--- src/hw/mem_pkg.sv ---
package mem_pkg;

	// word address into the shared memory
	localparam int ADDR_W = 10;

	// one bus word
	localparam int DATA_W = 32;

	// one enable per byte lane
	localparam int SEL_W = DATA_W / 8;

	// first word written by a ROM download
	localparam logic [ADDR_W-1:0] LOAD_BASE = '0;

endpackage

--- src/hw/boot_loader_mux.sv ---
`timescale 1ns/1ns

module boot_loader_mux (
	input  logic                       CLOCK_27,
	input  logic                       rst_n_i,
	// loader link
	input  logic                       loader_active_i,
	input  logic                       loader_req_i,
	input  logic [mem_pkg::ADDR_W-1:0] loader_addr_i,
	input  logic [mem_pkg::DATA_W-1:0] loader_data_i,
	input  logic [mem_pkg::SEL_W-1:0]  loader_sel_i,
	output logic                       loader_ack_o,
	// core bus
	input  logic                       core_stb_i,
	input  logic                       core_we_i,
	input  logic [mem_pkg::SEL_W-1:0]  core_sel_i,
	input  logic [mem_pkg::ADDR_W-1:0] core_adr_i,
	input  logic [mem_pkg::DATA_W-1:0] core_dat_i,
	output logic [mem_pkg::DATA_W-1:0] core_dat_o,
	output logic                       core_ack_o,
	output logic                       core_reset_o,
	// memory bus
	output logic                       ram_stb_o,
	output logic                       ram_we_o,
	output logic [mem_pkg::SEL_W-1:0]  ram_sel_o,
	output logic [mem_pkg::ADDR_W-1:0] ram_adr_o,
	output logic [mem_pkg::DATA_W-1:0] ram_wdat_o,
	input  logic [mem_pkg::DATA_W-1:0] ram_rdat_i,
	input  logic                       ram_ack_i
);

	logic req_q;
	logic ld_stb;
	logic active_q;
	logic rom_ready;
	logic core_done;

	// loader side of the handshake
	always_ff @(posedge CLOCK_27 or negedge rst_n_i) begin
		if (!rst_n_i) begin
			req_q        <= 1'b0;
			ld_stb       <= 1'b0;
			loader_ack_o <= 1'b0;
			active_q     <= 1'b0;
			rom_ready    <= 1'b0;
		end else begin
			req_q    <= loader_req_i;
			active_q <= loader_active_i;
			// rising req opens exactly one write
			if (loader_active_i && loader_req_i && !req_q)
				ld_stb <= 1'b1;
			else if (ram_ack_i || !loader_active_i)
				ld_stb <= 1'b0;
			// ack is held until the loader lets go of req
			if (ld_stb && ram_ack_i)
				loader_ack_o <= 1'b1;
			else if (!loader_req_i)
				loader_ack_o <= 1'b0;
			// end of the first download releases the core
			if (active_q && !loader_active_i)
				rom_ready <= 1'b1;
		end
	end

	// core side; one ack per strobe, none while loading
	always_ff @(posedge CLOCK_27 or negedge rst_n_i) begin
		if (!rst_n_i) begin
			core_ack_o <= 1'b0;
			core_done  <= 1'b0;
		end else begin
			core_ack_o <= ram_ack_i && !loader_active_i && core_stb_i && !core_done;
			if (!core_stb_i)
				core_done <= 1'b0;
			else if (ram_ack_i && !loader_active_i)
				core_done <= 1'b1;
		end
	end

	always_ff @(posedge CLOCK_27) begin
		if (ram_ack_i && !loader_active_i)
			core_dat_o <= ram_rdat_i;
	end

	assign core_reset_o = !rom_ready;

	// loader owns the memory for the whole download
	assign ram_stb_o  = loader_active_i ? ld_stb : (core_stb_i && !core_done);
	assign ram_we_o   = loader_active_i ? 1'b1 : core_we_i;
	assign ram_sel_o  = loader_active_i ? loader_sel_i : core_sel_i;
	assign ram_adr_o  = loader_active_i ? mem_pkg::LOAD_BASE + loader_addr_i : core_adr_i;
	assign ram_wdat_o = loader_active_i ? loader_data_i : core_dat_i;

endmodule

--- config.mk ---
export PLATFORM = sky130hd
export DESIGN_NAME = boot_loader_mux
export DESIGN_NICKNAME = d
export VERILOG_FILES = /design/src/hw/mem_pkg.sv /design/src/hw/boot_loader_mux.sv
export SDC_FILE = /design/constraint.sdc
export NUM_CORES = 1
export LEC_CHECK = 0
export BUFFER_PORTS_ARGS = -buffer_cell sky130_fd_sc_hd__buf_2
export CAP_MARGIN = 20
export CELL_PAD_IN_SITES_DETAIL_PLACEMENT = 1
export CELL_PAD_IN_SITES_GLOBAL_PLACEMENT = 2
export CORE_MARGIN = 2
export CORE_UTILIZATION = 18
export CTS_BUF_LIST = sky130_fd_sc_hd__clkbuf_8
export DETAILED_ROUTE_END_ITERATION = 8
export PLACE_DENSITY = 0.81
export SETUP_SLACK_MARGIN = 0.02
export SYNTH_ARGS = -nofsm -noshare
export SYNTH_HDL_FRONTEND = slang
export SYNTH_SLANG_ARGS = --single-unit
--- constraint.sdc ---
create_clock -name CLOCK_27 -period 0.8 [get_ports CLOCK_27]
set_input_delay 0.08 -clock CLOCK_27 [delete_from_list [all_inputs] [get_ports CLOCK_27]]
set_output_delay 0.08 -clock CLOCK_27 [all_outputs]
set_load 0.02 [all_outputs]
==> run metrics <==
status complete, but fails checks; failing checks setup timing; Post-synth ARST share 0.179; hold violation total from the final report 0; drt pass-1 iters 3; io pins 214; total CTS buffers 5; fin area 0.00446 sq mm; placer congestion estimate 0.714; largest net degree at the start of global routing 20; CP Cell Sequence nand2b_4 > o21ai_4 > buf_6; Antenna Nets Post-Route 0; CP Class register to output port; port bufs 213; worst r2r path cells 5; maximum vdd drop 815 uV; worst r2r src core_done; power per cell area 1390 mW/mm^2; die height 109 microns; sequential fraction of the synthesis area 0.577; Die Footprint 0.0118 sq mm; Worst Setup Start Kind register; data required time of the critical path 0.72 ns; max-slew violations 0; CTS tree done; Fmax 845 MHz; Critical Path AT 1.10 ns; layout cells sized above 1 0.784; min cycle time layout 1.18 ns; Crit Path Max Fanout 2; fill count 1182; final WL 7590 microns; Critical Path End Type output port; Worst-Margin Slew 0.150 ns; Slew HR 0.899; synth warn 0; wire per inst 14.7 microns; register bit total from synthesis 39; initial antenna violation count 0; Ant. Diodes 0; Synth cell types 15; # DRC 0; Mapped Nets 236; Area Growth Syn to Fin 126%; routed via count 2030; Hold Crit Start core_stb_i; Initial Utilization 0.183; Core Area 0.0107 sq mm; starting DRC count in detailed routing 16; Synth top area share 0.488; Post-DP Area 0.00330 sq mm; crit path from core_done; Total GRT Usage 0.120; Post-synth top flop edfxtp_1; cell row count 38; maxcap violations 0; Total Power 6.20 mW; Bufs on Longest Clock Path 2; endpoints failing setup 84; number of synthesized flops with an enable pin 32; clock-pin slew on the worst setup and hold paths 0.07 ns; CTS H-tree lvls 2; clock skew 0.00136 ns; via/cell ratio 3.94; DP HPWL 5380 microns; type of the most critical hold path input port to register; CTS Sinks 39; delay of the slowest critical-path stage 0.39 ns; top cell type by total area after synthesis edfxtp_1; vias in the first global route 2266; most frequent cell after synthesis mux2_4; Layout Nets 505; root buffer cell clkbuf_8; Avg Cell Area, Syn 18.8 sq um; Synth area leaders edfxtp_1 49%, mux2_4 34%, dfrtp_1 8.9%; Final Cycle Share 1.48; Worst Slack Setup Final -0.384 ns; global-route wire length before repair 10800 microns; total grt overflow 0; Skew-Pair Late Insertion Delay 0.29 ns; RSZ-0062 raised after global routing true; Slowest cell on crit path dfrtp_1; cell count after synthesis 105; Worst Hold Depth 2; leak pwr 2.19 nW; Post-Synthesis Cell Area 0.00197 sq mm; top cells by count, synth 44 x mux2_4, 32 x edfxtp_1, 7 x dfrtp_1; die width 109 microns
## kinds of logic (layout without fill, tap and decap cells)
kind of cell | Yosys count | after routing | synth area share
buffers and inverters | 8 | 278 | 0.0381
flip-flops | 39 | 39 | 0.577
multiplexers | 46 | 46 | 0.347
AND/OR/NAND/NOR | 7 | 7 | 0.0216
AO/OA/AOI/OAI | 5 | 5 | 0.0171
## registers in the layout, summed over array words and instances (netlist names)
signal	count
core_dat_o	32
req_q	1
core_ack_o	1
ld_stb	1
loader_ack_o	1
active_q	1
core_done	1
rom_ready	1
## timing repair
action,in CTS,in global routing
gates cloned,3,0
hold buffers,34,0
buffers inserted,8,1
hold endpoints to repair,40,0
pin swaps,3,0
endpoints found under the setup margin,84,86
resized for setup,138,52
## cell type report
type                    count  area, sq um  area share
clock buffers               5         68.8      0.0154
clock inverters             3         43.8     0.00981
inverters                   2         7.51     0.00168
multi-input cells          58          801       0.179
flip-flops and latches     39         1140       0.255
well taps                 140          175      0.0392
repair buffers            268         2230       0.500
## final timing paths
path	slack [ns]	end
hold reg to reg	0.50	core_done
setup / recovery	-0.38	ram_stb_o
max in group asynchronous	0.47	loader_ack_o
hold / removal	0.05	core_done
min in group asynchronous	0.18	core_done
setup reg to reg	-0.31	core_ack_o
## report_power, final
group	switching (mW)	leakage, nW	total, mW	internal [mW]
Combinational	0.892	1.75	2.20	1.31
Sequential	0.0578	0.386	2.40	2.34
Clock	0.664	0.0581	1.59	0.927
Total	1.61	2.19	6.20	4.58
## cell usage in the layout, fill, tap and decap left out
cell and instances:
clkinv_2 1, inv_1 1, inv_2 1, o21ai_4 1, buf_4 7, nor2b_4 1, nand2_1 1, buf_8 5
buf_16 3, nor3b_2 1, mux2_4 46, buf_6 81, edfxtp_1 32, o21ai_0 1, clkinv_4 1, a21boi_1 1
dlymetal6s4s_1 1, nand2b_1 2, clkbuf_8 5, o21a_1 1, bufinv_16 1, buf_2 133, dfrtp_1 7, dlygate4sd3_1 33
nand2b_4 1, a22o_1 1, buf_12 5, or2_4 1
## metal layers
layer  up-vias  global-route usage  share of wire
met4         0              0.0302         0.0099
li1        935                   -              -
met2       141               0.249           0.58
met3         7              0.0359           0.11
met5         -                   0              0
met1       947               0.111           0.31
## worst max-delay path, delay by kind of cell (launching register included)
kind                   cells  cell delay, ns
AND/OR/NAND/NOR            1            0.15
AO/OA/AOI/OAI              1            0.13
flip-flops                 1            0.39
buffers and inverters      1            0.14
## stage by stage
stage | setup WS [ns] | hold slack, ns | cells | util | TNS [ns]
after floorplan | -0.317 | -0.216 | 105 | - | -10.36
after CTS | -0.369 | 0.0386 | 517 | 0.406 | -8.96
after global routing | -0.432 | 0.0504 | 515 | 0.415 | -8.90
after detailed placement | -0.248 | -0.0800 | 464 | 0.307 | -14.47
final | -0.384 | 0.0476 | 515 | 0.415 | -7.02
after global placement | -0.237 | -0.0826 | 464 | 0.307 | -14.02
(Power assumes the default switching activity.)
