**config.mk**
```make
export PLATFORM = sky130hd
export DESIGN_NAME = video_out
export DESIGN_NICKNAME = d
export VERILOG_FILES = /design/src/hw/vid_pkg.sv /design/src/hw/video_out.sv
export SDC_FILE = /design/constraint.sdc
export NUM_CORES = 1
export LEC_CHECK = 0
export ABC_AREA = 1
export BUFFER_PORTS_ARGS = -buffer_cell sky130_fd_sc_hd__buf_2
export CAP_MARGIN = 30
export CELL_PAD_IN_SITES_DETAIL_PLACEMENT = 0
export CELL_PAD_IN_SITES_GLOBAL_PLACEMENT = 2
export CORE_ASPECT_RATIO = 1.4
export CORE_MARGIN = 2
export CORE_UTILIZATION = 40
export CTS_CLUSTER_DIAMETER = 60
export DETAILED_ROUTE_END_ITERATION = 16
export PLACE_DENSITY_LB_ADDON = 0.25
export SLEW_MARGIN = 20
export SYNTH_ARGS = -nofsm -noshare
export SYNTH_HDL_FRONTEND = slang
export SYNTH_SLANG_ARGS = --single-unit
```
**constraint.sdc**
```tcl
create_clock -name CLOCK_27 -period 1.7 [get_ports CLOCK_27]
set_clock_uncertainty 0.2 [all_clocks]
set_input_delay 0.17 -clock CLOCK_27 [delete_from_list [all_inputs] [get_ports CLOCK_27]]
set_output_delay 0.17 -clock CLOCK_27 [all_outputs]
set_load 0.1 [all_outputs]
```
**src/hw/vid_pkg.sv**
```systemverilog
package vid_pkg;

	// video base clock select, as driven by the core
	typedef enum logic [1:0] {
		SEL_24A = 2'b00,
		SEL_25  = 2'b01,
		SEL_36  = 2'b10,
		SEL_24B = 2'b11
	} pixclk_sel_t;

	// per-channel colour depth at the connector
	localparam int COLOR_W = 6;

	// length of one PLL scan profile
	localparam int PROFILE_BITS = 16;

	// entries for 24, 25 and 36 MHz
	localparam logic [PROFILE_BITS-1:0] PROFILE_ROM [0:2] = '{
		16'h4a1c,
		16'h51e3,
		16'h6b07
	};

	// both 24 MHz codes share one profile
	function automatic logic [PROFILE_BITS-1:0] profile_of(input pixclk_sel_t sel);
		case (sel)
			SEL_25:  return PROFILE_ROM[1];
			SEL_36:  return PROFILE_ROM[2];
			default: return PROFILE_ROM[0];
		endcase
	endfunction

endpackage

```
**src/hw/video_out.sv**
```systemverilog
`timescale 1ns/1ns

module video_out (
	input  logic                        CLOCK_27,
	input  logic                        rst_n_i,
	input  logic [vid_pkg::COLOR_W-1:0] red_i,
	input  logic [vid_pkg::COLOR_W-1:0] green_i,
	input  logic [vid_pkg::COLOR_W-1:0] blue_i,
	input  logic                        hsync_i,
	input  logic                        vsync_i,
	input  logic                        ypbpr_i,
	input  vid_pkg::pixclk_sel_t        pixclk_sel_i,
	output logic [vid_pkg::COLOR_W-1:0] vga_r_o,
	output logic [vid_pkg::COLOR_W-1:0] vga_g_o,
	output logic [vid_pkg::COLOR_W-1:0] vga_b_o,
	output logic                        vga_hs_o,
	output logic                        vga_vs_o
);

	// colour difference offset, mid scale
	localparam int MID = 1 << (vid_pkg::COLOR_W - 1);

	int r, g, b;
	logic [vid_pkg::COLOR_W-1:0] y_c, pb_c, pr_c;
	logic composite;
	logic csync;

	function automatic logic [vid_pkg::COLOR_W-1:0] clamp_c(input int v);
		int hi;
		hi = (1 << vid_pkg::COLOR_W) - 1;
		if (v < 0)
			return '0;
		if (v > hi)
			return '1;
		return v[vid_pkg::COLOR_W-1:0];
	endfunction

	// >>> on int floors toward minus infinity
	always_comb begin
		r    = int'(red_i);
		g    = int'(green_i);
		b    = int'(blue_i);
		y_c  = clamp_c((77 * r + 150 * g + 29 * b) >>> 8);
		pb_c = clamp_c(MID + ((128 * b - 43 * r - 85 * g) >>> 8));
		pr_c = clamp_c(MID + ((128 * r - 107 * g - 21 * b) >>> 8));
	end

	// 24 MHz modes and YPbPr get composite sync
	assign composite = ypbpr_i || (pixclk_sel_i[0] == pixclk_sel_i[1]);
	assign csync     = ~(hsync_i ^ vsync_i);

	always_ff @(posedge CLOCK_27) begin
		vga_r_o <= ypbpr_i ? pr_c : red_i;
		vga_g_o <= ypbpr_i ? y_c  : green_i;
		vga_b_o <= ypbpr_i ? pb_c : blue_i;
	end

	always_ff @(posedge CLOCK_27 or negedge rst_n_i) begin
		if (!rst_n_i) begin
			vga_hs_o <= 1'b0;
			vga_vs_o <= 1'b0;
		end else begin
			vga_hs_o <= composite ? csync : hsync_i;
			vga_vs_o <= composite ? 1'b1 : vsync_i;
		end
	end

endmodule

```
==> results of run 1 <==
-- cell usage in the layout, fill, tap and decap left out, drive strengths merged --
cell type    count
a21oi           63
a21boi           1
a21o             7
clkbuf           3
xor2            25
a31oi            2
nand3b           3
nor4             1
o21bai           4
a22oi            1
nand2          193
nand3           52
bufinv           1
o211ai           3
dfrtp            2
nand4           11
ha             184
clkinv           1
dfxtp           18
fa              68
o21ai           28
buf            290
xnor2           18
nor2            63
inv            217
clkinvlp         1
o31ai            1
o21a             1
and2             1
o2111ai          1
dlygate4sd3      4
nor3             6
o311ai           1
-- worst max-delay path, stage by stage --
cell and delay, ns:
buf_12 0.09, clkinvlp_4 0.10, ha_4 0.29, inv_4 0.03, fa_1 0.47, ha_4 0.29, ha_4 0.20, a21oi_2 0.12
nand2_2 0.11, xnor2_4 0.19, inv_2 0.06, ha_4 0.21, fa_1 0.48, inv_1 0.05, fa_1 0.46, fa_1 0.51
inv_2 0.05, ha_4 0.23, a21oi_4 0.17, o21ai_2 0.06, nand2_1 0.08, nand3_2 0.08, a21oi_4 0.21, nand2_1 0.07
nor2_1 0.09, nor2_1 0.04
-- worst min path at each step --
stage | start | end | slack [ns]
final | rst_n_i | vga_vs_o$_DFF_PN0_ | 0.02
after global routing | rst_n_i | vga_vs_o$_DFF_PN0_ | 0.04
after CTS | rst_n_i | vga_vs_o$_DFF_PN0_ | 0.006
after detailed placement | rst_n_i | vga_vs_o$_DFF_PN0_ | -0.24
after global placement | rst_n_i | vga_hs_o$_DFF_PN0_ | -0.25
after floorplan | rst_n_i | vga_hs_o$_DFF_PN0_ | -0.33
-- final cells by class --
| type | count | share of cell area (%) |
|---|---|---|
| clock inverters | 1 | 0.277 |
| repair buffers | 294 | 20.5 |
| flip-flops and latches | 20 | 3.78 |
| well taps | 240 | 2.77 |
| clock buffers | 3 | 0.691 |
| multi-input cells | 738 | 64.4 |
| inverters | 219 | 7.63 |
-- sequential cells by signal (all words and copies together) (netlist names) --
name / count
vga_g_o: 6
vga_vs_o: 1
vga_hs_o: 1
vga_r_o: 6
vga_b_o: 6
-- cells by family (layout without fill, tap and decap cells) --
| kind of cell | count (synthesis) | count (layout) | share of synthesized area [%] |
|---|---|---|---|
| buffers and inverters | 221 | 517 | 11.3 |
| and+or+nand+nor | 330 | 330 | 19.5 |
| xor gates and xnor gates | 43 | 43 | 5.12 |
| adders and majority gates | 252 | 252 | 49.8 |
| AOI/OAI and AO/OA | 113 | 113 | 8.69 |
| DFF | 20 | 20 | 5.58 |
-- metrics by stage --
step | TNS (ns) | cell area, µm²
floorplan | -48.46 | 7610
global placement | -60.48 | 9720
detailed placement | -60.88 | 9720
CTS | -51.17 | 10500
global route | -55.30 | 10900
finish | -51.43 | 10900
-- metal layers --
layer  track usage [%]  part of all wire (%)
met1              24.1                    37
met2              51.3                    58
met3              1.52                   1.8
met4              6.66                   3.3
met5                 0                     0
-- what timing repair did --
item                                   in CTS  in global routing
gates resized for setup                    90                 63
setup endpoints to repair                  18                 19
endpoints found under the hold margin       4                  0
pin swaps                                  70                 69
buffers inserted                           19                 14
hold buffers                                4                  0
==> results.toml, run 1 <==
[outcome]
outcome = "finished, violations left"
violations = "setup timing"

[cts]
clk_pin_slew_ns = 0.07
clockBufferDepth = 2
cts_tree = "done"
cts_sinks = 20
cts_root_buf = "clkbuf_16"
h-tree-depth = 1
cts_made_buffers = 3

[place]
hpwl_um = 19800
dp.cells = 1475
io_buffers = 44
post-place-ws_ns = -3.90
place_congestion = 0.838

[cells_and_area]
final_util_pct = 60.3
final_nets = 1553
antenna_cells = 0
fin_cells = 1515
multi_input_area_um2 = 6990
syn2layout_area_growth_pct = 47.7
regArea_um2 = 410
drive_gt1_share_pct = 35.5
fillers = 1690

[global_routing]
grt_pass1_wl_um = 36400
grt_overflow = 0
grt_max_degree = 15
grt_pass1_vias = 7600
gr-usage-all-layers_pct = 23.9
grt_antenna_before_repair = 0

[logic_synthesis]
synthTopCellsByArea = "ha_1 (31%), fa_1 (19%), inv_1 (11%)"
ys_ff_latch = 20
synth_top_area_cell = "ha_1"
syn_inst = 979
synth.distinct_cells = 40
ys.flop_type = "dfxtp_1"
synthMostInstantiatedCell = "inv_1"
yosysWarnings = 0
postSynth.asyncResetShare_pct = 10.0
avgSynthCellArea_um2 = 7.51
yosys-top-cells-count = "inv_1 (215), ha_1 (184), nand2_1 (184), fa_1 (68), a21oi_1 (60)"
yosysTopAreaCellShare_pct = 31.3
netlist_area_um2 = 7350
synthesis.nets = 1256
ys_seq_area_share_pct = 5.58
synth_edf_count = 0

[die]
start_util_pct = 40.9
rows = 58
core_um2 = 18000
dieArea_um2 = 19500
ios = 45
die_width_um = 119
die_h_um = 164

[timing]
final.setup.worst_slack_ns = -3.28
setup_violations = 18
period_share_pct = 293
hold_violations = 0
period_needed_ns = 4.98
tightest_slew_ns = 0.520
drv_slew = 0
maxSlewHeadroom_pct = 65.6
max_clock_freq_mhz = 201
hold_slack_ns = 0.0179
grt_setup_unrepaired = "true"

[worst_setup_path]
critPathKind = "primary input to flip-flop"
cp_max_fo = 6
arrival_ns = 4.94
end_kind = "flip-flop"
startpoint_type = "primary input"
crit_end = "vga_g_o[4]$_DFF_P_"
crit_start = "green_i[4]"
cp.required_ns = 1.65

[routing]
postRouteWirelength_um = 22700
detail_route.wl_per_cell_um = 15.0
drtPass1Iterations = 4
ant_nets = 0
drc = 0
avgViaCountPerCell = 4.75
drtIter0Drc = 175
route.vias.total = 7196

[flow_run]
maxCapViolCount = 0

[hold_path]
hold_path_class = "primary input to asynchronous set/reset pin"
Power of run 1 is left out: the tool's default activity adds up to more than one toggle a clock period on the data nets, which glitch-free logic cannot reach.
==> run 2, diff against run 1 <==
--- a/config.mk
+++ b/config.mk
@@ -6,15 +6,15 @@
 export NUM_CORES = 1
 export LEC_CHECK = 0
 export ABC_AREA = 1
-export BUFFER_PORTS_ARGS = -buffer_cell sky130_fd_sc_hd__buf_2
 export CAP_MARGIN = 30
 export CELL_PAD_IN_SITES_DETAIL_PLACEMENT = 0
 export CELL_PAD_IN_SITES_GLOBAL_PLACEMENT = 2
 export CORE_ASPECT_RATIO = 1.4
 export CORE_MARGIN = 2
 export CORE_UTILIZATION = 40
-export CTS_CLUSTER_DIAMETER = 60
+export CTS_CLUSTER_DIAMETER = 30
 export DETAILED_ROUTE_END_ITERATION = 16
+export DONT_BUFFER_PORTS = 1
 export PLACE_DENSITY_LB_ADDON = 0.25
 export SLEW_MARGIN = 20
 export SYNTH_ARGS = -nofsm -noshare
==> run 2 against run 1 <==
Compared with the run above:
- the run ends with hold timing, setup timing left
- worst hold slack worse by 0.22 ns
- utilization down 2.6 points
- cell count down 3.4%
- first-iteration DRC count down 10%
- setup slack better by 0.060 ns
- sequential cell count unchanged
- maximum frequency up 1.2%
- via count down 2.8%
- non-clock buffer count down 52
- design area down 4.3%
- count of clock-buffer cells in the layout unchanged
- die area unchanged
==> results.toml, run 2 (synthesized netlist as in run 1, its figures left out) <==
[outcome]
outcome = "finished, violations left"
violations = "hold timing, setup timing"

[cells_and_area]
largestRegisters = "vga_b_o: 6 flops, vga_g_o: 6 flops, vga_r_o: 6 flops"
final_util_pct = 57.8
syn2layout_area_growth_pct = 41.4
final_common_cell = "buf_4"
layout_common_cells = "buf_4 (221), inv_1 (201), nand2_1 (166)"
final_cell_area_um2 = 10400
antenna_cells = 0
final_nets = 1501
drive_gt1_share_pct = 30.7

[timing]
max_clock_freq_mhz = 203
final.setup.worst_slack_ns = -3.22
maxSlewHeadroom_pct = 72.1
drv_slew = 0
grt_setup_unrepaired = "true"
tightest_slew_ns = 0.413
tns_ns = -47.58
setup_violations = 18
hold_slack_ns = -0.201
hold_violations = 17
period_needed_ns = 4.92
period_share_pct = 290

[place]
placed_area_um2 = 9500
hpwl_um = 19100
io_buffers = 0
place_congestion = 0.853
post-place-ws_ns = -3.61

[global_routing]
grt_overflow = 0
grt_pass1_vias = 7368
grt_pass1_wl_um = 35500
grt_max_degree = 16
grt_antenna_before_repair = 0
gr-usage-all-layers_pct = 23.3

[worst_setup_path]
crit_family = "adder cells"
cp_max_fo = 11
critPathKind = "primary input to flip-flop"
arrival_ns = 4.89
startpoint_type = "primary input"
cp.buffers_inverters = 5
end_kind = "flip-flop"
crit_slowest_cell = "fa_1"
critPathMaxStageDelay_ns = 0.58
cp.required_ns = 1.67
cp_common_cell = "ha_4"

[routing]
route.vias.total = 6994
avgViaCountPerCell = 4.78
drc = 0
drtIter0Drc = 157
detail_route.wl_per_cell_um = 15.0
drtPass1Iterations = 4
postRouteWirelength_um = 22000
ant_nets = 0

[die]
ios = 45
die_width_um = 119
start_util_pct = 40.9
rows = 58
dieArea_um2 = 19500
die_h_um = 164
core_um2 = 18000

[cts]
clk_pin_slew_ns = 0.07
clockBufferDepth = 2
cts_made_buffers = 3
cts_root_buf = "clkbuf_16"
h-tree-depth = 1
cts_tree = "done"
cts_sinks = 20

[hold_path]
hold_path_class = "primary input to flip-flop"

[flow_run]
maxCapViolCount = 0
[run 2: cell type report]
cell class / count / area (µm²)
fillers: 1772 / 7600
multi-input cells: 738 / 6880
repair buffers: 242 / 1870
inverters: 219 / 831
flip-flops and latches: 20 / 410
well taps: 240 / 300
clock buffers: 3 / 75.1
clock inverters: 1 / 30.0
[run 2: final timing paths]
check	from	slack (ns)	to	cells past startpoint
max in group asynchronous	rst_n_i	0.72	vga_vs_o$_DFF_PN0_	2
setup / recovery	green_i[4]	-3.22	vga_g_o[1]$_DFF_P_	25
hold / removal	ypbpr_i	-0.20	vga_r_o[5]$_DFF_P_	1
min in group asynchronous	rst_n_i	0.46	vga_hs_o$_DFF_PN0_	2
[run 2: metal layers]
metal	GRT usage, %	up-vias	share of wire (%)
li1	-	3613	-
met1	23.7	3246	38
met2	47.3	88	55
met3	1.97	47	1.8
met4	11.0	0	5.1
met5	0	-	0
[run 2: through the flow]
stage	std cells	hold WS, ns
CTS	1458	-0.208
global placement	1431	-0.326
global route	1463	-0.205
detailed placement	1431	-0.326
finish	1463	-0.201
floorplan	979	-0.326
[run 2: timing repair]
| action | 4_1_cts | 5_1_grt |
|---|---|---|
| endpoints found under the hold margin | 21 | 17 |
| gates resized for setup | 63 | 44 |
| endpoints found under the setup margin | 18 | 18 |
| setup buffers | 6 | 4 |
| pin swaps | 42 | 50 |
| gates cloned | 0 | 0 |
| hold buffers | 17 | 1 |
Power of run 2 is left out for the same reason.
