==> src/hw/vid_pkg.sv <==
package vid_pkg;

	// video base clock select, as driven by the core
	typedef enum logic [1:0] {
		SEL_24A = 2'b00,
		SEL_25  = 2'b01,
		SEL_36  = 2'b10,
		SEL_24B = 2'b11
	} pixclk_sel_t;

	// per-channel colour depth at the connector
	localparam int COLOR_W = 6;

	// length of one PLL scan profile
	localparam int PROFILE_BITS = 16;

	// entries for 24, 25 and 36 MHz
	localparam logic [PROFILE_BITS-1:0] PROFILE_ROM [0:2] = '{
		16'h4a1c,
		16'h51e3,
		16'h6b07
	};

	// both 24 MHz codes share one profile
	function automatic logic [PROFILE_BITS-1:0] profile_of(input pixclk_sel_t sel);
		case (sel)
			SEL_25:  return PROFILE_ROM[1];
			SEL_36:  return PROFILE_ROM[2];
			default: return PROFILE_ROM[0];
		endcase
	endfunction

endpackage

==> src/hw/pixclk_reconfig.sv <==
`timescale 1ns/1ns

module pixclk_reconfig #(
	parameter int RECONFIG_TIMEOUT = 1000
) (
	input  logic                 CLOCK_27,
	input  logic                 rst_n_i,
	input  vid_pkg::pixclk_sel_t pixclk_sel_i,
	input  logic                 engine_busy_i,
	output logic                 write_rom_req_o,
	output logic                 reconfig_req_o,
	output logic                 engine_reset_o,
	output vid_pkg::pixclk_sel_t profile_sel_o
);

	localparam int TMO_W = $clog2(RECONFIG_TIMEOUT + 1);

	typedef enum logic [1:0] {
		S_IDLE,
		S_SETTLE,
		S_WAIT_FREE,
		S_RECONF
	} state_t;

	state_t               state;
	vid_pkg::pixclk_sel_t sel_d;
	logic [TMO_W-1:0]     tmo_cnt;

	always_ff @(posedge CLOCK_27 or negedge rst_n_i) begin
		if (!rst_n_i) begin
			state           <= S_IDLE;
			sel_d           <= vid_pkg::SEL_24A;
			profile_sel_o   <= vid_pkg::SEL_24A;
			tmo_cnt         <= '0;
			write_rom_req_o <= 1'b0;
			reconfig_req_o  <= 1'b0;
			engine_reset_o  <= 1'b0;
		end else begin
			// pulse outputs
			write_rom_req_o <= 1'b0;
			reconfig_req_o  <= 1'b0;
			engine_reset_o  <= 1'b0;
			case (state)
				S_IDLE: begin
					sel_d <= pixclk_sel_i;
					if (pixclk_sel_i != sel_d) begin
						write_rom_req_o <= 1'b1;
						profile_sel_o   <= pixclk_sel_i;
						state           <= S_SETTLE;
					end
				end
				// give the engine a cycle to raise busy
				S_SETTLE: state <= S_WAIT_FREE;
				S_WAIT_FREE: begin
					if (!engine_busy_i) begin
						reconfig_req_o <= 1'b1;
						tmo_cnt        <= TMO_W'(RECONFIG_TIMEOUT);
						state          <= S_RECONF;
					end
				end
				S_RECONF: begin
					tmo_cnt <= tmo_cnt - 1'b1;
					if (!reconfig_req_o && !engine_busy_i) begin
						state <= S_IDLE;
					end else if (tmo_cnt == TMO_W'(1)) begin
						// PLL never answered, kick the engine
						engine_reset_o <= 1'b1;
						state          <= S_IDLE;
					end
				end
				default: state <= S_IDLE;
			endcase
		end
	end

endmodule

==> config.mk <==
export PLATFORM = sky130hd
export DESIGN_NAME = pixclk_reconfig
export DESIGN_NICKNAME = d
export VERILOG_FILES = /design/src/hw/vid_pkg.sv /design/src/hw/pixclk_reconfig.sv
export SDC_FILE = /design/constraint.sdc
export NUM_CORES = 1
export LEC_CHECK = 0
export BUFFER_PORTS_ARGS = -buffer_cell sky130_fd_sc_hd__buf_2
export CORE_MARGIN = 2
export CORE_UTILIZATION = 50
export CTS_CLUSTER_SIZE = 24
export DETAILED_ROUTE_END_ITERATION = 12
export GPL_TIMING_DRIVEN = 1
export PLACE_DENSITY = 0.72
export SLEW_MARGIN = 40
export SYNTH_ARGS = -nofsm -noshare
export SYNTH_HDL_FRONTEND = slang
export SYNTH_SLANG_ARGS = --single-unit
==> constraint.sdc <==
create_clock -name CLOCK_27 -period 1.7 [get_ports CLOCK_27]
set_input_delay 0.085 -clock CLOCK_27 [delete_from_list [all_inputs] [get_ports CLOCK_27]]
set_output_delay 0.085 -clock CLOCK_27 [all_outputs]
set_load 0.03 [all_outputs]
==> flow_summary_export.csv, run 1 <==
group,metric,value,unit
run_status,outcome,"finished, final reports clean",
worst_setup_path,crit_chain,"nor4_4 > a31oi_1 > a221oi_2 > mux2_1",
worst_setup_path,cpLargestDelayFamily,"flip-flops",
sta,period_minus_slack,1.669,ns
yosys,synth_edf_count,0,
worst_setup_path,slowest_delay,0.46,ns
clocking,numCtsBuffers,3,
floorplan,rows,16,
global_routing,grt.total_usage,17.52,%
finish,final_core_util,59.28,%
power_and_ir_drop,cellPowerDensity,1703,mW/mm²
yosys,syn_avg_cell_area,11.13,µm²
sta,drv_slew,0,
sta,final-hold-violation-count,0,
sta,finalSetupViolCount,0,
power_and_ir_drop,seqPwrFrac,41.0,%
power_and_ir_drop,power_switching,0.0008112,W
sta,fin_crit_sh,98.15,%
hold_path,holdPathStages,2,
clocking,cts_buffer_depth,2,
power_and_ir_drop,ir_drop,0.9461,mV
place,routabilityCongestion,0.8200,
drt,firstDrtPassIters,4,
finish,areaGrowthSynthToFinish,15.07,%
global_routing,grt-ovfl-total,0,
floorplan,start_util,51.51,%
place,dp_hpwl,1227,µm
run,drv_cap,0,
clocking,clk_latency,0.29,ns
clocking,path_clk_slew,0.11,ns
sta,fin_ws,0.03145,ns
worst_setup_path,critPathLaunchType,"flip-flop",
worst_setup_path,path_class,"reg2reg",
yosys,synth_cells,88,
yosys,synth_common_cells,"19 x dfrtp_1, 9 x nand2_1, 7 x inv_1",
worst_setup_path,worst-endpoint-required,1.89,ns
clocking,clock_sinks,19,
worst_setup_path,critPathMaxFanout,4,
floorplan,core,0.001902,mm²
finish,drive_above_1_share,28.85,%
sta,max_freq,599.3,MHz
drt,routed_via_density,5.183,
yosys,yosys-top-cells-area,"dfrtp_1 49%, ha_1 6.4%, xor2_1 5.4%",
finish,insertedDiodeCount,0,
yosys,yosys.cell_count.top_type,"dfrtp_1",
floorplan,die_y,48.27,µm
power_and_ir_drop,pwr-share-clk,11.9,%
floorplan,io_pins,10,
hold_path,holdPathEnd,"profile_sel_o[1]",
drt,drtIter0Drc,8,
worst_setup_path,r2r_slack,0.03,ns
clocking,cts_tree,"built",
yosys,yosysTopAreaCell,"dfrtp_1",
worst_setup_path,rr_endpoint,"state[1]",
place,port_buffers,9,
sta,skew,0.002388,ns
power_and_ir_drop,internal_power,0.001109,W
yosys,synthArstFlopShare,100.0,%
global_routing,antenna_found_initial,0,
hold_path,hold_path_startpoint,"pixclk_sel_i[1]",
worst_setup_path,critPathBufInv,0,
drt,wl_per_cell,13.39,µm
yosys,yosysSeqAreaShare,48.53,%
power_and_ir_drop,p_leak,0.4943,nW
yosys,synth_top_area_share,48.53,%
worst_setup_path,critPathLaunch,"tmo_cnt[7]",
yosys,synth_nets,98,
sta,maxSlewHeadroom,72.04,%
global_routing,first_global_vias,637,
power_and_ir_drop,sw_frac_of_total,42.25,%
yosys,ys_warn_count,0,
finish,layout.nets,115,
clocking,root_buffer,"clkbuf_4",
sta,holdWs,0.04354,ns
place,dp_slack,0.05516,ns
drt,vias,679,
yosys,synth-main-ff-cell,"dfrtp_1",
floorplan,design.die.area,0.002330,mm²
global_routing,grt_max_degree,20,
sta,max_slew.worst_pin.slew,0.4194,ns
power_and_ir_drop,power_frac_comb,47.1,%
worst_setup_path,r2r-start,"tmo_cnt[7]",
worst_setup_path,cp-end-kind,"flip-flop",
worst_setup_path,worst_path_max_delay_cell,"dfrtp_2",
drt,finalWirelength,1754,µm
yosys,ys_types,30,
drt,drc,0,
floorplan,die_w,48.27,µm
clocking,cts_max_level,1,
global_routing,grt_pass1_wl,2725,µm
worst_setup_path,critPathArrivalTime,1.85,ns
hold_path,hold_class,"in2reg",
yosys,yosys_register_bits,19,
drt,drtAntennaViolNets,0,
sta,rsz0062_at_grt,"yes",
yosys,syn_area,979.7,µm²
worst_setup_path,rr_worst_depth,4,
power_and_ir_drop,power.total,0.001920,W
==> flip-flops by register name, indices dropped and copies added, names as in the netlist <==
name,cells
sel_d,2
tmo_cnt,10
reconfig_req_o,1
engine_reset_o,1
write_rom_req_o,1
state,2
profile_sel_o,2
==> placed cells by master (no fill, tap or decap), types with 2 or more instances in the layout <==
cell        n
mux2_2      2
dfrtp_1    17
ha_1        3
buf_4       4
nor2b_2     2
clkbuf_4    3
o2111ai_1   3
dfrtp_2     2
mux2_1      3
xnor2_1     2
o21ai_0     4
nand3_1     3
nor2_1      5
inv_1       7
buf_2       9
xor2_1      6
o211ai_1    2
ha_2        2
nand2_1     9
==> per-layer routing <==
layer  share of wire, %  vias up  track usage, %
met5                  0        -               0
met4                1.4        0           10.27
met3                2.5        4           4.815
met2                 47       12           26.32
met1                 49      324           22.54
li1                   -      339               -
==> how the worst max path moves through the flow <==
stage	endpoint	slack, ns	depth (start not counted)
finish	state[1]	0.03	4
global route	state[1]	-0.04	4
CTS	state[1]	0.03	4
detailed placement	tmo_cnt[7]	0.06	6
global placement	state[1]	0.08	4
floorplan	tmo_cnt[7]	0.11	7
==> cell type report <==
type / count / area (µm²)
tap: 27 / 33.78
multi-input combinational: 60 / 476.7
sequential: 19 / 478.0
fill: 163 / 774.5
clock inverter: 1 / 5.005
inverter: 7 / 26.28
clock buffer: 3 / 22.52
timing repair buffer: 14 / 85.08
==> what timing repair did <==
action | 4_1_cts | 5_1_grt
endpoints found under the setup margin | 0 | 5
hold endpoints to repair | 19 | 0
hold buffers | 1 | 0
setup buffers | 0 | 1
gates resized for setup | 0 | 7
==> power by group through the flow <==
stage	Sequential (W)	Combinational, W	Clock [W]
2_1_floorplan	0.000845	0.000593	0
3_3_place_gp	0.000780	0.000856	0
3_5_place_dp	0.000793	0.000878	0
4_1_cts	0.000784	0.000885	0.000242
5_1_grt	0.000813	0.00101	0.000258
6_report	0.000787	0.000903	0.000229
==> kinds of logic (layout without fill, tap and decap cells) <==
logic type,after synthesis,count (layout),share of synthesized area (%)
and+or+nand+nor,26,26,15.33
DFF,19,19,48.53
AOI/OAI and AO/OA,16,16,12.90
buffers and inverters,9,25,3.959
xor gates and xnor gates,8,8,7.152
adders and majority gates,5,5,6.386
muxes,5,5,5.747
==> per-stage QoR <==
| stage | cell area (µm²) | TNS [ns] | cells |
|---|---|---|---|
| CTS | 1106 | 0 | 130 |
| global route | 1127 | -0.04653 | 131 |
| finish | 1127 | 0 | 131 |
| detailed placement | 1069 | 0 | 125 |
| global placement | 1069 | 0 | 125 |
| floorplan | 979.7 | 0 | 88 |
Note: power is estimated with default switching activity, not from simulation.
==> run 2: changes to the inputs <==
--- a/config.mk
+++ b/config.mk
@@ -12,6 +12,7 @@
 export DETAILED_ROUTE_END_ITERATION = 12
 export GPL_TIMING_DRIVEN = 1
 export PLACE_DENSITY = 0.72
+export SETUP_SLACK_MARGIN = 0.05
 export SLEW_MARGIN = 40
 export SYNTH_ARGS = -nofsm -noshare
 export SYNTH_HDL_FRONTEND = slang
==> flow_summary_export.csv, run 2 (synthesized netlist as in run 1, its figures left out) <==
group,metric,value,unit
sta,fin_crit_sh,97.03,%
clocking,cts_buffer_depth,2,
sta,finalSetupViolCount,0,
clocking,clock_sinks,19,
worst_setup_path,path_class,"reg2reg",
drt,firstDrtPassIters,4,
clocking,clk_latency,0.29,ns
drt,drtAntennaViolNets,0,
worst_setup_path,cp-end-kind,"flip-flop",
power_and_ir_drop,ir_drop,1.046,mV
clocking,numCtsBuffers,3,
sta,period_minus_slack,1.649,ns
clocking,root_buffer,"clkbuf_4",
finish,final_common_cell,"dfrtp_1",
sta,fin_ws,0.05054,ns
power_and_ir_drop,cellPowerDensity,1714,mW/mm²
global_routing,grt.total_usage,17.52,%
place,dp_slack,0.05516,ns
drt,wl_per_cell,13.57,µm
drt,finalWirelength,1819,µm
finish,areaGrowthSynthToFinish,19.41,%
finish,most-common-layout-cells,"18 x dfrtp_1, 9 x nand2_1, 9 x buf_2, 7 x buf_4",
hold_path,holdPathEnd,"profile_sel_o[0]",
run_status,outcome,"finished, final reports clean",
worst_setup_path,worst-endpoint-required,1.89,ns
clocking,cts_tree,"built",
global_routing,grt-ovfl-total,0,
finish,final_core_util,61.51,%
sta,final-hold-violation-count,0,
floorplan,die_w,48.27,µm
drt,routed_via_density,5.134,
finish,layout.nets,118,
floorplan,rows,16,
sta,skew,0.004267,ns
global_routing,grt_pass1_wl,2725,µm
sta,maxSlewHeadroom,72.18,%
floorplan,design.die.area,0.002330,mm²
sta,max_slew.worst_pin.slew,0.4172,ns
global_routing,grt_max_degree,20,
worst_setup_path,critPathMaxFanout,5,
hold_path,hold_class,"in2reg",
sta,fin_setup_tns,0,ns
worst_setup_path,rr_worst_depth,6,
global_routing,first_global_vias,638,
global_routing,antenna_found_initial,0,
worst_setup_path,rr_endpoint,"tmo_cnt[8]",
finish,drive_above_1_share,31.78,%
finish,top_register,"tmo_cnt",
drt,vias,688,
drt,drc,0,
floorplan,start_util,51.51,%
worst_setup_path,r2r-start,"state[1]",
place,routabilityCongestion,0.8200,
floorplan,die_y,48.27,µm
power_and_ir_drop,p_leak,0.5123,nW
place,dp_hpwl,1227,µm
sta,holdWs,0.04626,ns
clocking,path_clk_slew,0.11,ns
worst_setup_path,critPathLaunchType,"flip-flop",
floorplan,io_pins,10,
clocking,cts_max_level,1,
hold_path,holdPathStages,2,
sta,max_freq,606.3,MHz
drt,drtIter0Drc,10,
place,port_buffers,9,
hold_path,hold_path_startpoint,"pixclk_sel_i[0]",
worst_setup_path,critPathArrivalTime,1.83,ns
finish,largest_reg_flops,10,
worst_setup_path,r2r_slack,0.05,ns
finish,insertedDiodeCount,0,
sta,drv_slew,0,
run,drv_cap,0,
sta,rsz0062_at_grt,"yes",
floorplan,core,0.001902,mm²
run 2: area by class of cell:
cell class / count / area [µm²]
Multi-Input combinational cell: 60 / 498.0
Clock inverter: 1 / 5.005
Inverter: 7 / 26.28
Fill cell: 156 / 732.0
Tap cell: 27 / 33.78
Timing Repair Buffer: 17 / 107.6
Clock buffer: 3 / 22.52
Sequential cell: 19 / 476.7
run 2: routing by layer:
layer	routed length, µm	global-route usage [%]	up-vias
li1	-	-	343
met1	853	22.54	335
met2	905	26.32	8
met3	35	4.815	2
met4	25	10.27	0
met5	0	0	-
run 2: what timing repair did:
action | in CTS | in global routing
pin swaps | 0 | 4
gates resized for setup | 1 | 9
hold endpoints to repair | 19 | 0
setup buffers | 1 | 3
hold buffers | 1 | 0
endpoints found under the setup margin | 2 | 9
run 2: critical path, stage by stage, from the launching register on:
cell and delay (ns):
dfrtp_1 0.47, ha_2 0.23, nor2b_2 0.18, buf_4 0.15, o2111ai_1 0.23, xor2_1 0.21, nand2_1 0.07
run 2: worst max path at each step:
| stage | startpoint | to | depth (start not counted) |
|---|---|---|---|
| detailed placement | state[0] | tmo_cnt[7] | 6 |
| global placement | tmo_cnt[5] | state[1] | 4 |
| CTS | tmo_cnt[2] | state[1] | 4 |
| finish | state[1] | tmo_cnt[8] | 6 |
| global route | state[1] | tmo_cnt[8] | 6 |
| floorplan | state[0] | tmo_cnt[7] | 7 |
run 2: per-stage QoR:
step / power (W) / cells / instance area, µm²
final: 0.002006 / 134 / 1170
after global routing: 0.002168 / 134 / 1170
after CTS: 0.001927 / 131 / 1115
after detailed placement: 0.001670 / 125 / 1069
after global placement: 0.001636 / 125 / 1069
after floorplan: 0.001438 / 88 / 979.7
run 2: report_power, final:
part | internal, W | switching [W]
clock | 0.0000874 | 0.000143
combinational | 0.000451 | 0.000537
sequential | 0.000623 | 0.000164
total | 0.00116 | 0.000844
