<file path="src/hw/vid_pkg.sv">
package vid_pkg;

	// video base clock select, as driven by the core
	typedef enum logic [1:0] {
		SEL_24A = 2'b00,
		SEL_25  = 2'b01,
		SEL_36  = 2'b10,
		SEL_24B = 2'b11
	} pixclk_sel_t;

	// per-channel colour depth at the connector
	localparam int COLOR_W = 6;

	// length of one PLL scan profile
	localparam int PROFILE_BITS = 16;

	// entries for 24, 25 and 36 MHz
	localparam logic [PROFILE_BITS-1:0] PROFILE_ROM [0:2] = '{
		16'h4a1c,
		16'h51e3,
		16'h6b07
	};

	// both 24 MHz codes share one profile
	function automatic logic [PROFILE_BITS-1:0] profile_of(input pixclk_sel_t sel);
		case (sel)
			SEL_25:  return PROFILE_ROM[1];
			SEL_36:  return PROFILE_ROM[2];
			default: return PROFILE_ROM[0];
		endcase
	endfunction

endpackage

</file>
<file path="src/hw/pll_scan_engine.sv">
`timescale 1ns/1ns

module pll_scan_engine (
	input  logic                 CLOCK_27,
	input  logic                 rst_n_i,
	input  vid_pkg::pixclk_sel_t profile_sel_i,
	input  logic                 write_rom_req_i,
	input  logic                 reconfig_req_i,
	input  logic                 engine_reset_i,
	output logic                 busy_o,
	output logic                 pll_scanclk_o,
	output logic                 pll_scandata_o,
	output logic                 pll_configupdate_o,
	output logic                 pll_areset_o,
	input  logic                 pll_scandone_i
);

	localparam int PB    = vid_pkg::PROFILE_BITS;
	localparam int CNT_W = $clog2(2 * PB);

	logic [PB-1:0]    shift_q;
	logic [CNT_W-1:0] phase_cnt;
	logic             shifting;
	logic             waiting;

	// MSB leads on the scan chain
	assign pll_scandata_o = shift_q[PB-1];
	assign busy_o         = shifting || waiting;

	always_ff @(posedge CLOCK_27 or negedge rst_n_i) begin
		if (!rst_n_i) begin
			shift_q            <= '0;
			phase_cnt          <= '0;
			shifting           <= 1'b0;
			waiting            <= 1'b0;
			pll_scanclk_o      <= 1'b0;
			pll_configupdate_o <= 1'b0;
			pll_areset_o       <= 1'b0;
		end else begin
			pll_configupdate_o <= 1'b0;
			pll_areset_o       <= 1'b0;
			if (engine_reset_i) begin
				// abort, and restart the PLL if it was reconfiguring
				shifting      <= 1'b0;
				waiting       <= 1'b0;
				pll_scanclk_o <= 1'b0;
				if (waiting)
					pll_areset_o <= 1'b1;
			end else if (write_rom_req_i) begin
				shift_q       <= vid_pkg::profile_of(profile_sel_i);
				phase_cnt     <= '0;
				shifting      <= 1'b1;
				pll_scanclk_o <= 1'b0;
			end else if (shifting) begin
				pll_scanclk_o <= !pll_scanclk_o;
				phase_cnt     <= phase_cnt + 1'b1;
				// next bit goes out as scanclk falls
				if (pll_scanclk_o)
					shift_q <= {shift_q[PB-2:0], 1'b0};
				if (phase_cnt == CNT_W'(2 * PB - 1)) begin
					shifting      <= 1'b0;
					pll_scanclk_o <= 1'b0;
				end
			end else if (reconfig_req_i) begin
				pll_configupdate_o <= 1'b1;
				waiting            <= 1'b1;
			end else if (waiting && pll_scandone_i) begin
				waiting      <= 1'b0;
				pll_areset_o <= 1'b1;
			end
		end
	end

endmodule

</file>
<file path="config.mk">
export PLATFORM = sky130hd
export DESIGN_NAME = pll_scan_engine
export DESIGN_NICKNAME = d
export VERILOG_FILES = /design/src/hw/vid_pkg.sv /design/src/hw/pll_scan_engine.sv
export SDC_FILE = /design/constraint.sdc
export NUM_CORES = 1
export LEC_CHECK = 0
export ABC_AREA = 1
export BUFFER_PORTS_ARGS = -buffer_cell sky130_fd_sc_hd__buf_2
export CAP_MARGIN = 20
export CORE_MARGIN = 5
export CORE_UTILIZATION = 45
export CTS_CLUSTER_SIZE = 14
export DETAILED_ROUTE_END_ITERATION = 6
export SLEW_MARGIN = 25
export SYNTH_ARGS = -nofsm -noshare
export SYNTH_HDL_FRONTEND = slang
export SYNTH_SLANG_ARGS = --single-unit
</file>
<file path="constraint.sdc">
create_clock -name CLOCK_27 -period 1.8 [get_ports CLOCK_27]
set_input_delay 0.09 -clock CLOCK_27 [delete_from_list [all_inputs] [get_ports CLOCK_27]]
set_output_delay 0.09 -clock CLOCK_27 [all_outputs]
set_load 0.05 [all_outputs]
</file>
==> results of run 1 <==
[routing by layer]
layer  track usage  vias up
li1              -      512
met1         0.150      461
met2         0.184       25
met3        0.0409        2
met4        0.0312        0
met5             0        -
[sequential cells by signal (all words and copies together) (netlist names)]
signal and cells:
shifting 1, pll_scanclk_o 1, shift_q 16, phase_cnt 5
waiting 1, pll_areset_o 1, pll_configupdate_o 1
[cell families after synthesis]
group | after synthesis
AND/OR/NAND/NOR | 78
buffers and inverters | 19
AO/OA/AOI/OAI | 26
flip-flops | 26
adder cells (fa/ha/maj) | 5
[cell type report]
class,instances,area (um2),share of cell area
sequential,26,651,0.456
multi-input combinational,109,548,0.384
timing repair buffer,14,80.1,0.0561
inverter,15,56.3,0.0395
tap,31,38.8,0.0272
clock inverter,1,30.0,0.0211
clock buffer,3,22.5,0.0158
[critical path, stage by stage, from the launching register on]
cell and delay, ns:
dfrtp_1 0.46, or2_2 0.30, buf_2 0.21
[power breakdown]
group	switching, W	internal [W]
Sequential	0.0000436	0.000674
Combinational	0.000179	0.0000920
Clock	0.000179	0.000225
Total	0.000401	0.000991
[through the flow]
step           hold slack, ns  cells  power, W  cell area (um2)
2_1_floorplan          -0.206    154  0.000931             1290
3_3_place_gp            0.124    193  0.000995             1350
3_5_place_dp            0.126    193   0.00100             1350
4_1_cts                0.0158    199   0.00141             1430
5_1_grt                0.0231    199   0.00148             1430
6_report               0.0295    199   0.00139             1430
[worst max-delay path by stage]
stage             startpoint      endpoint  slack (ns)  cells past startpoint
4_1_cts             shifting        busy_o        0.39                      2
3_3_place_gp    phase_cnt[1]  phase_cnt[4]        0.55                      6
5_1_grt             shifting        busy_o        0.34                      2
3_5_place_dp    phase_cnt[1]  phase_cnt[4]        0.54                      6
2_1_floorplan  pll_scanclk_o   shift_q[15]        0.46                      6
6_report            shifting        busy_o        0.41                      2
[what timing repair did]
| action | in CTS | in global routing |
|---|---|---|
| endpoints found under the hold margin | 27 | 0 |
| hold buffers | 2 | 0 |
| setup endpoints to repair | 0 | 0 |
[layout by cell type, fill, tap and decap left out]
cell type / instances
nand3_1: 5
clkbuf_4: 3
nand2_2: 1
a21oi_1: 2
o21ai_2: 4
buf_2: 12
nor2_4: 2
or2_2: 4
o21ai_0: 19
nand2_1: 58
dlygate4sd3_1: 2
ha_1: 5
o21ai_4: 1
dfrtp_1: 26
bufinv_16: 1
inv_1: 15
nor2_1: 7
nor2_2: 1
==> flow_summary.yaml, run 1 <==
outcome:
  run_status: "complete, no violations"
placed_design:
  port-buffer-count: 12
  place.gp.congestion: 0.796
  hpwl_mm: 1.60
  place_ws_ns: 0.536
logic_synthesis:
  syn-instance-count: 154
  synth-compound-area-share: 0.121
  synth_mux_area_frac: 0
  syn_area_um2: 1290
  ys_warn_count: 0
  synth-seq-cells: 26
  yosysMostFrequentCell: "nand2_1"
  synth_top_family_by_area: "simple AND/OR/NAND/NOR gates"
  synthTopCellsByCount: "58 x nand2_1, 26 x dfrtp_1, 19 x o21ai_0, 15 x inv_1, 7 x nor2_1"
  ys.flop_type: "dfrtp_1"
  yosys.area.top_type: "dfrtp_1"
  syn-num-nets: 167
  ys_types: 16
  avgSynthCellArea_um2: 8.36
  synth-simple-area-share: 0.256
  async_flop_share: 1.00
  synth-xor-area-share: 0
  ys_seq_area_frac: 0.505
  synth_edf_count: 0
  synth_top_area_share: 0.505
  ys_top_cells_by_area: "dfrtp_1 51%, nand2_1 17%, o21ai_0 7.4%, ha_1 4.9%, inv_1 4.4%"
  synthAdderAreaFrac: 0.0486
final_layout:
  area_growth_pct: 10.8
  num-nets-final: 182
  drive_gt1_frac: 0.173
  fill_cells: 262
  n_antenna_cell: 0
  fin_util: 0.517
timing:
  finalCriticalPeriod_ns: 1.39
  setup_tns_ns: 0
  max_slew_margin: 0.613
  tightest_slew_ns: 0.581
  finalHoldViolCount: 0
  post-route-period-util: 0.774
  fmax_mhz: 717
  slew_violations: 0
  fin_skew_ns: 0.0126
  finalWorstSetupSlack_ns: 0.406
  grt_setup_unrepaired: "no"
  final-setup-viol-count: 0
pwr:
  p_per_area_nw_per_um2: 976
  p_leak_nw: 0.739
  ir_drop_uv: 742
grt:
  grt_pass1_wl_mm: 3.84
  grt_overflow: 0
  grt_usage: 0.116
  grt_pass1_vias: 894
  grt_start_max_net_pins: 27
  antenna_found_initial: 0
cts:
  cts.htree.levels: 1
  cts_root_buffer: "clkbuf_4"
  clk_latency_ns: 0.33
  cts_buffers: 3
  cts_tree: "done"
  cts_setup_buffers: 0
  cts.clk_slew.worst_paths_ns: 0.15
  cts_max_path_buffers: 2
  cts_resized: 0
  clock_sinks: 26
floorplanning:
  initial_core_util: 0.467
  die_x_um: 63.5
  dieArea_um2: 4030
  fp.coreArea_um2: 2760
  rows: 19
  io_pins: 13
  die_h_um: 63.5
worst_hold_path:
  hold_start: "pll_scandone_i"
  worstHoldPathCells: 3
  min_path_type: "in2reg"
  hold_path_end: "pll_areset_o"
critical_path:
  r2r-end: "phase_cnt[4]"
  r2r_start: "phase_cnt[1]"
  endpoint_kind: "output pin"
  rr_worst_depth: 6
  required_ns: 1.71
  critPathMaxFanout: 3
  ff2ff_setup_slack_ns: 0.51
  cp-start-kind: "flip-flop"
  arrival_ns: 1.30
  crit_type: "reg2out"
flow_run:
  cap_violations: 0
detailed_routing:
  wl_met3_um: 114
  postRouteAntennaNets: 0
  wl_mm: 2.24
  wl_met1_mm: 1.09
  vias_per_cell: 5.03
  first_pass_iters: 4
  routed.top_layer: "met4"
  wl_met2_mm: 1.02
  wl_per_cell_um: 11.2
  drc_errors: 0
  drtIter0Drc: 68
  via_count: 1000
Note: power is estimated with default switching activity, not from simulation.
==> run 2: changes to the inputs <==
Settings changed: ABC_AREA 1 to 0, PLACE_DENSITY set to 0.66.
Clock period 1.8 ns to 1.2 ns, I/O delays scaled along.
==> run 2 against run 1 <==
The flow now finishes with violations (negative setup slack). Count of clock-buffer cells in the layout unchanged. Global-route usage grew 2.4 points. Hold slack better by 0.085 ns. Clock power rose by 56%. Utilization is 6.9 points higher. Routed wire length is 21% higher. Critical endpoint unchanged.
==> flow_summary.yaml, run 2 <==
timing:
  tightest_slew_ns: 0.599
  setup_tns_ns: -1.48
  max_slew_margin: 0.600
  grt_setup_unrepaired: "yes"
  slew_violations: 0
  post-route-period-util: 1.12
  fmax_mhz: 745
  finalCriticalPeriod_ns: 1.34
  finalHoldViolCount: 0
  fin_skew_ns: 0.0219
  holdWs_ns: 0.114
  finalWorstSetupSlack_ns: -0.142
  final-setup-viol-count: 24
pwr:
  p_per_area_nw_per_um2: 1360
  pwr-share-comb: 0.227
  p_seq_frac: 0.487
  switching_power_w: 0.000630
  switching_share: 0.286
  internal_power_w: 0.00157
  ir_drop_uv: 1150
  clkPwrFrac: 0.286
  p_leak_nw: 0.743
logic_synthesis:
  ys_warn_count: 0
  synth_edf_count: 0
  synth_top_area_share: 0.500
  syn-instance-count: 128
  syn-num-nets: 141
  synthTopCellsByCount: "26 x dfrtp_1, 25 x o21ai_0, 10 x o21ai_1, 8 x mux2i_1, 7 x nand2_1"
  yosys.area.top_type: "dfrtp_1"
  ys_types: 32
  ys_top_cells_by_area: "dfrtp_1 50%, o21ai_0 9.6%, mux2i_1 6.2%, ha_1 4.8%, o21ai_1 3.8%"
  async_flop_share: 1.00
  ys.flop_type: "dfrtp_1"
  avgSynthCellArea_um2: 10.2
  synth-seq-cells: 26
  syn_area_um2: 1300
  ys_seq_area_frac: 0.500
  yosysMostFrequentCell: "dfrtp_1"
critical_path:
  cp_top_family: "flip-flops"
  critical-path-max-stage-delay_ns: 0.45
  crit_type: "reg2out"
  endpoint_kind: "output pin"
  critPathMaxFanout: 2
  required_ns: 1.14
  cp_slowest_cell: "dfrtp_2"
  critPathBufInv: 2
  cp-start-kind: "flip-flop"
  cp_cell_sequence: "buf_6, or2_4, buf_8"
  arrival_ns: 1.28
cts:
  cts.htree.levels: 1
  cts.clk_slew.worst_paths_ns: 0.16
  cts_buffers: 3
  clk_latency_ns: 0.35
  clock_sinks: 26
  cts_root_buffer: "clkbuf_4"
  cts_tree: "done"
  cts_max_path_buffers: 2
floorplanning:
  io_pins: 13
  initial_core_util: 0.472
  die_x_um: 63.8
  fp.coreArea_um2: 2760
  dieArea_um2: 4070
  rows: 19
  die_h_um: 63.8
detailed_routing:
  vias_per_cell: 5.63
  first_pass_iters: 4
  drtIter0Drc: 76
  via_count: 1031
  wl_mm: 2.71
  drc_errors: 0
  wl_per_cell_um: 14.8
  postRouteAntennaNets: 0
grt:
  grt_usage: 0.140
  grt_pass1_vias: 1018
  grt_pass1_wl_mm: 4.56
  grt_start_max_net_pins: 27
  grt_overflow: 0
  antenna_found_initial: 0
outcome:
  run_status: "complete, but fails checks"
  violations: "negative setup slack"
final_layout:
  largest-register: "shift_q"
  fin_util: 0.586
  num-nets-final: 166
  area_growth_pct: 24.2
  mostFrequentLayoutCells: "24 x dfrtp_1, 19 x o21ai_0, 11 x buf_4, 11 x buf_2, 10 x o21ai_1"
  final_common_cell: "dfrtp_1"
  largest_register_ffs: 16
  drive_gt1_frac: 0.368
  final_area_um2: 1620
  n_antenna_cell: 0
  fill_cells: 234
  largestRegisters: "shift_q (16), phase_cnt (5)"
placed_design:
  port-buffer-count: 12
  place_ws_ns: -0.106
  place.gp.congestion: 0.782
  hpwl_mm: 1.79
  placed_cell_area_um2: 1450
worst_hold_path:
  min_path_type: "in2reg"
flow_run:
  cap_violations: 0
==> run 2: layout make-up <==
class | count | area [um2] | share of cell area
flip-flops and latches | 26 | 653 | 0.404
multi-input cells | 88 | 643 | 0.398
repair buffers | 28 | 206 | 0.128
well taps | 31 | 38.8 | 0.0240
clock inverters | 1 | 30.0 | 0.0186
clock buffers | 3 | 22.5 | 0.0139
inverters | 6 | 22.5 | 0.0139
==> run 2: layer usage <==
metal,vias to the layer above,share of wire,global-route usage
met3,4,0.055,0.0490
met2,24,0.49,0.228
met1,507,0.44,0.169
met4,0,0.016,0.0545
li1,496,-,-
met5,-,0,0
==> run 2: cell families after synthesis <==
family                     after synthesis  synth area share
buffers and inverters                   15            0.0663
AOI/OAI and AO/OA                       46             0.199
adders and majority gates                5            0.0481
muxes                                   10            0.0788
DFF                                     26             0.500
and+or+nand+nor                         26             0.108
==> run 2: final timing paths <==
kind | startpoint | to | slack [ns] | cells after the start
worst max-delay path | shifting | busy_o | -0.14 | 3
worst min-delay path | engine_reset_i | pll_configupdate_o | 0.11 | 2
worst max register to register | phase_cnt[1] | pll_scanclk_o | -0.13 | 6
worst min register to register | shift_q[3] | shift_q[3] | 0.51 | 2
max in group asynchronous | rst_n_i | shifting | 0.56 | 2
min in group asynchronous | rst_n_i | phase_cnt[1] | 0.22 | 2
==> run 2: metrics by stage <==
stage	cells	total power [W]
2_1_floorplan	128	0.00138
3_5_place_dp	172	0.00152
4_1_cts	179	0.00217
3_3_place_gp	172	0.00150
6_report	183	0.00220
5_1_grt	183	0.00232
==> run 2: power by group through the flow <==
stage	registers (W)	clock network, W	logic, W
2_1_floorplan	0.00111	0	0.000268
3_3_place_gp	0.00109	0	0.000413
3_5_place_dp	0.00109	0	0.000432
4_1_cts	0.00107	0.000637	0.000462
5_1_grt	0.00109	0.000674	0.000554
6_report	0.00107	0.000630	0.000499
==> run 2: repair_timing <==
action,4_1_cts,5_1_grt
setup endpoints to repair,22,26
setup buffers,1,2
pin swaps,3,7
gates resized for setup,10,13
endpoints found under the hold margin,28,0
hold buffers,2,0
gates cloned,0,2
==> run 3: changes to the inputs <==
Settings changed: SETUP_SLACK_MARGIN set to 0.02, TNS_END_PERCENT set to 30.
==> run 3 against run 2 <==
The run still ends with negative setup slack left. Count of clock-buffer cells in the layout is the same. Sequential share of layout area decreased by 0.89 points. Critical endpoint is now pll_scanclk_o. Flip-flop and latch count unchanged. Clock skew down 0.016 ns. Highest routed layer unchanged. Routed wire length up 7.4%. Largest cell class unchanged.
==> flow_summary.yaml, run 3 (synthesized netlist as in run 2, its figures left out) <==
detailed_routing:
  drc_errors: 0
  first_pass_iters: 4
  postRouteAntennaNets: 0
  via_count: 1024
  wl_per_cell_um: 15.5
  drtIter0Drc: 28
  wl_mm: 2.91
  vias_per_cell: 5.48
cts:
  clk_latency_ns: 0.32
  cts.clk_slew.worst_paths_ns: 0.14
  cts_tree: "done"
  clock_sinks: 26
  cts_max_path_buffers: 2
  cts_root_buffer: "clkbuf_4"
  cts.htree.levels: 1
  cts_buffers: 3
critical_path:
  required_ns: 1.45
  rr_worst_depth: 6
  r2r_start: "phase_cnt[0]"
  crit_type: "reg2reg"
  crit_start: "phase_cnt[0]"
  endpoint: "pll_scanclk_o"
  cp.depth: 6
  critPathMaxFanout: 2
  arrival_ns: 1.67
  cp_top_family: "simple AND/OR/NAND/NOR gates"
  critPathBufInv: 0
  cp_cell_sequence: "ha_2, and3_4, ha_4, nor3b_2, a21oi_1, nor3_2"
  ff2ff_setup_slack_ns: -0.22
  cp_slowest_cell: "dfrtp_1"
  r2r-end: "pll_scanclk_o"
  endpoint_kind: "flip-flop"
  critical-path-max-stage-delay_ns: 0.42
  cp-start-kind: "flip-flop"
final_layout:
  largestRegisters: "shift_q (16), phase_cnt (5)"
  largest-register: "shift_q"
  final_area_um2: 1650
  num-nets-final: 170
  n_antenna_cell: 0
  fill_cells: 227
  area_growth_pct: 27.0
  final_common_cell: "dfrtp_1"
  mostFrequentLayoutCells: "24 x dfrtp_1, 17 x o21ai_0, 15 x o21ai_1, 13 x buf_4, 11 x buf_2"
  largest_register_ffs: 16
  stdcell_count: 187
  drive_gt1_frac: 0.365
timing:
  holdWs_ns: 0.103
  grt_setup_unrepaired: "yes"
  fin_skew_ns: 0.00585
  final-setup-viol-count: 23
  fmax_mhz: 705
  tightest_slew_ns: 0.588
  max_slew_margin: 0.608
  finalWorstSetupSlack_ns: -0.219
  slew_violations: 0
  post-route-period-util: 1.18
  finalCriticalPeriod_ns: 1.42
  finalHoldViolCount: 0
floorplanning:
  die_h_um: 63.8
  die_x_um: 63.8
  rows: 19
  dieArea_um2: 4070
  fp.coreArea_um2: 2760
  io_pins: 13
  initial_core_util: 0.472
placed_design:
  place.gp.congestion: 0.801
  hpwl_mm: 1.80
  placed_cell_area_um2: 1450
  placed_cells: 172
  port-buffer-count: 12
flow_run:
  cap_violations: 0
pwr:
  p_leak_nw: 0.764
  p_per_area_nw_per_um2: 1330
  ir_drop_uv: 1580
  finalPower_w: 0.00220
grt:
  grt_pass1_vias: 1023
  met2_usage: 0.231
  grt_usage: 0.142
  grt_pass1_wl_mm: 4.73
  use_met3: 0.0420
  grt_start_max_net_pins: 27
  gr-max-usage-layer: "met2"
  antenna_found_initial: 0
  grt_util_met1: 0.190
  grt_overflow: 0
outcome:
  run_status: "complete, but fails checks"
  violations: "negative setup slack"
worst_hold_path:
  min_path_type: "in2reg"
run 3: changes by cell type in the layout (fill, tap and decap cells not counted), moves of 2 or more:
cell     previous run  this run
o21ai_1            10        15
buf_6               3         5
buf_4              11        13
o21ai_0            19        17
o21ai_2             6         3
run 3: through the flow:
stage | TNS [ns] | worst slack [ns] | utilization
floorplan | -0.538 | -0.114 | -
global placement | -0.132 | -0.0883 | 0.527
detailed placement | -0.298 | -0.158 | 0.527
CTS | -0.941 | -0.158 | 0.568
global route | -2.58 | -0.311 | 0.599
finish | -1.16 | -0.219 | 0.599
run 3: worst min path at each step:
stage                          startpoint            to  depth (start not counted)  slack, ns
after floorplan                   rst_n_i  phase_cnt[0]                          0      -0.24
after global placement            rst_n_i    shift_q[6]                          1       0.09
after detailed placement          rst_n_i    shift_q[5]                          1        0.1
after CTS                  engine_reset_i    shift_q[0]                          2       0.08
after global routing       engine_reset_i    shift_q[0]                          2       0.11
final                     write_rom_req_i  phase_cnt[1]                          2       0.10
run 3: metal layers:
metal | vias up | part of all wire
li1 | 507 | -
met3 | 2 | 0.039
met4 | 0 | 0.0034
met5 | - | 0
met1 | 497 | 0.48
met2 | 18 | 0.48
run 3: layout make-up:
| class | instances | area (um2) | share of cell area |
|---|---|---|---|
| Tap cell | 31 | 38.8 | 0.0235 |
| Multi-Input combinational cell | 88 | 642 | 0.388 |
| Inverter | 6 | 22.5 | 0.0136 |
| Timing Repair Buffer | 32 | 244 | 0.148 |
| Clock inverter | 1 | 30.0 | 0.0182 |
| Clock buffer | 3 | 22.5 | 0.0136 |
| Sequential cell | 26 | 653 | 0.395 |
run 3: report_power, final:
part	switching, W	internal [W]
Combinational	0.000277	0.000249
Clock	0.000260	0.000338
Sequential	0.0000752	0.00100
run 3: timing repair:
item | CTS | global route
hold endpoints to repair | 28 | 0
pin swaps | 6 | 9
gates cloned | 0 | 2
gates resized for setup | 11 | 15
setup buffers | 2 | 5
endpoints found under the setup margin | 22 | 23
hold buffers | 2 | 0
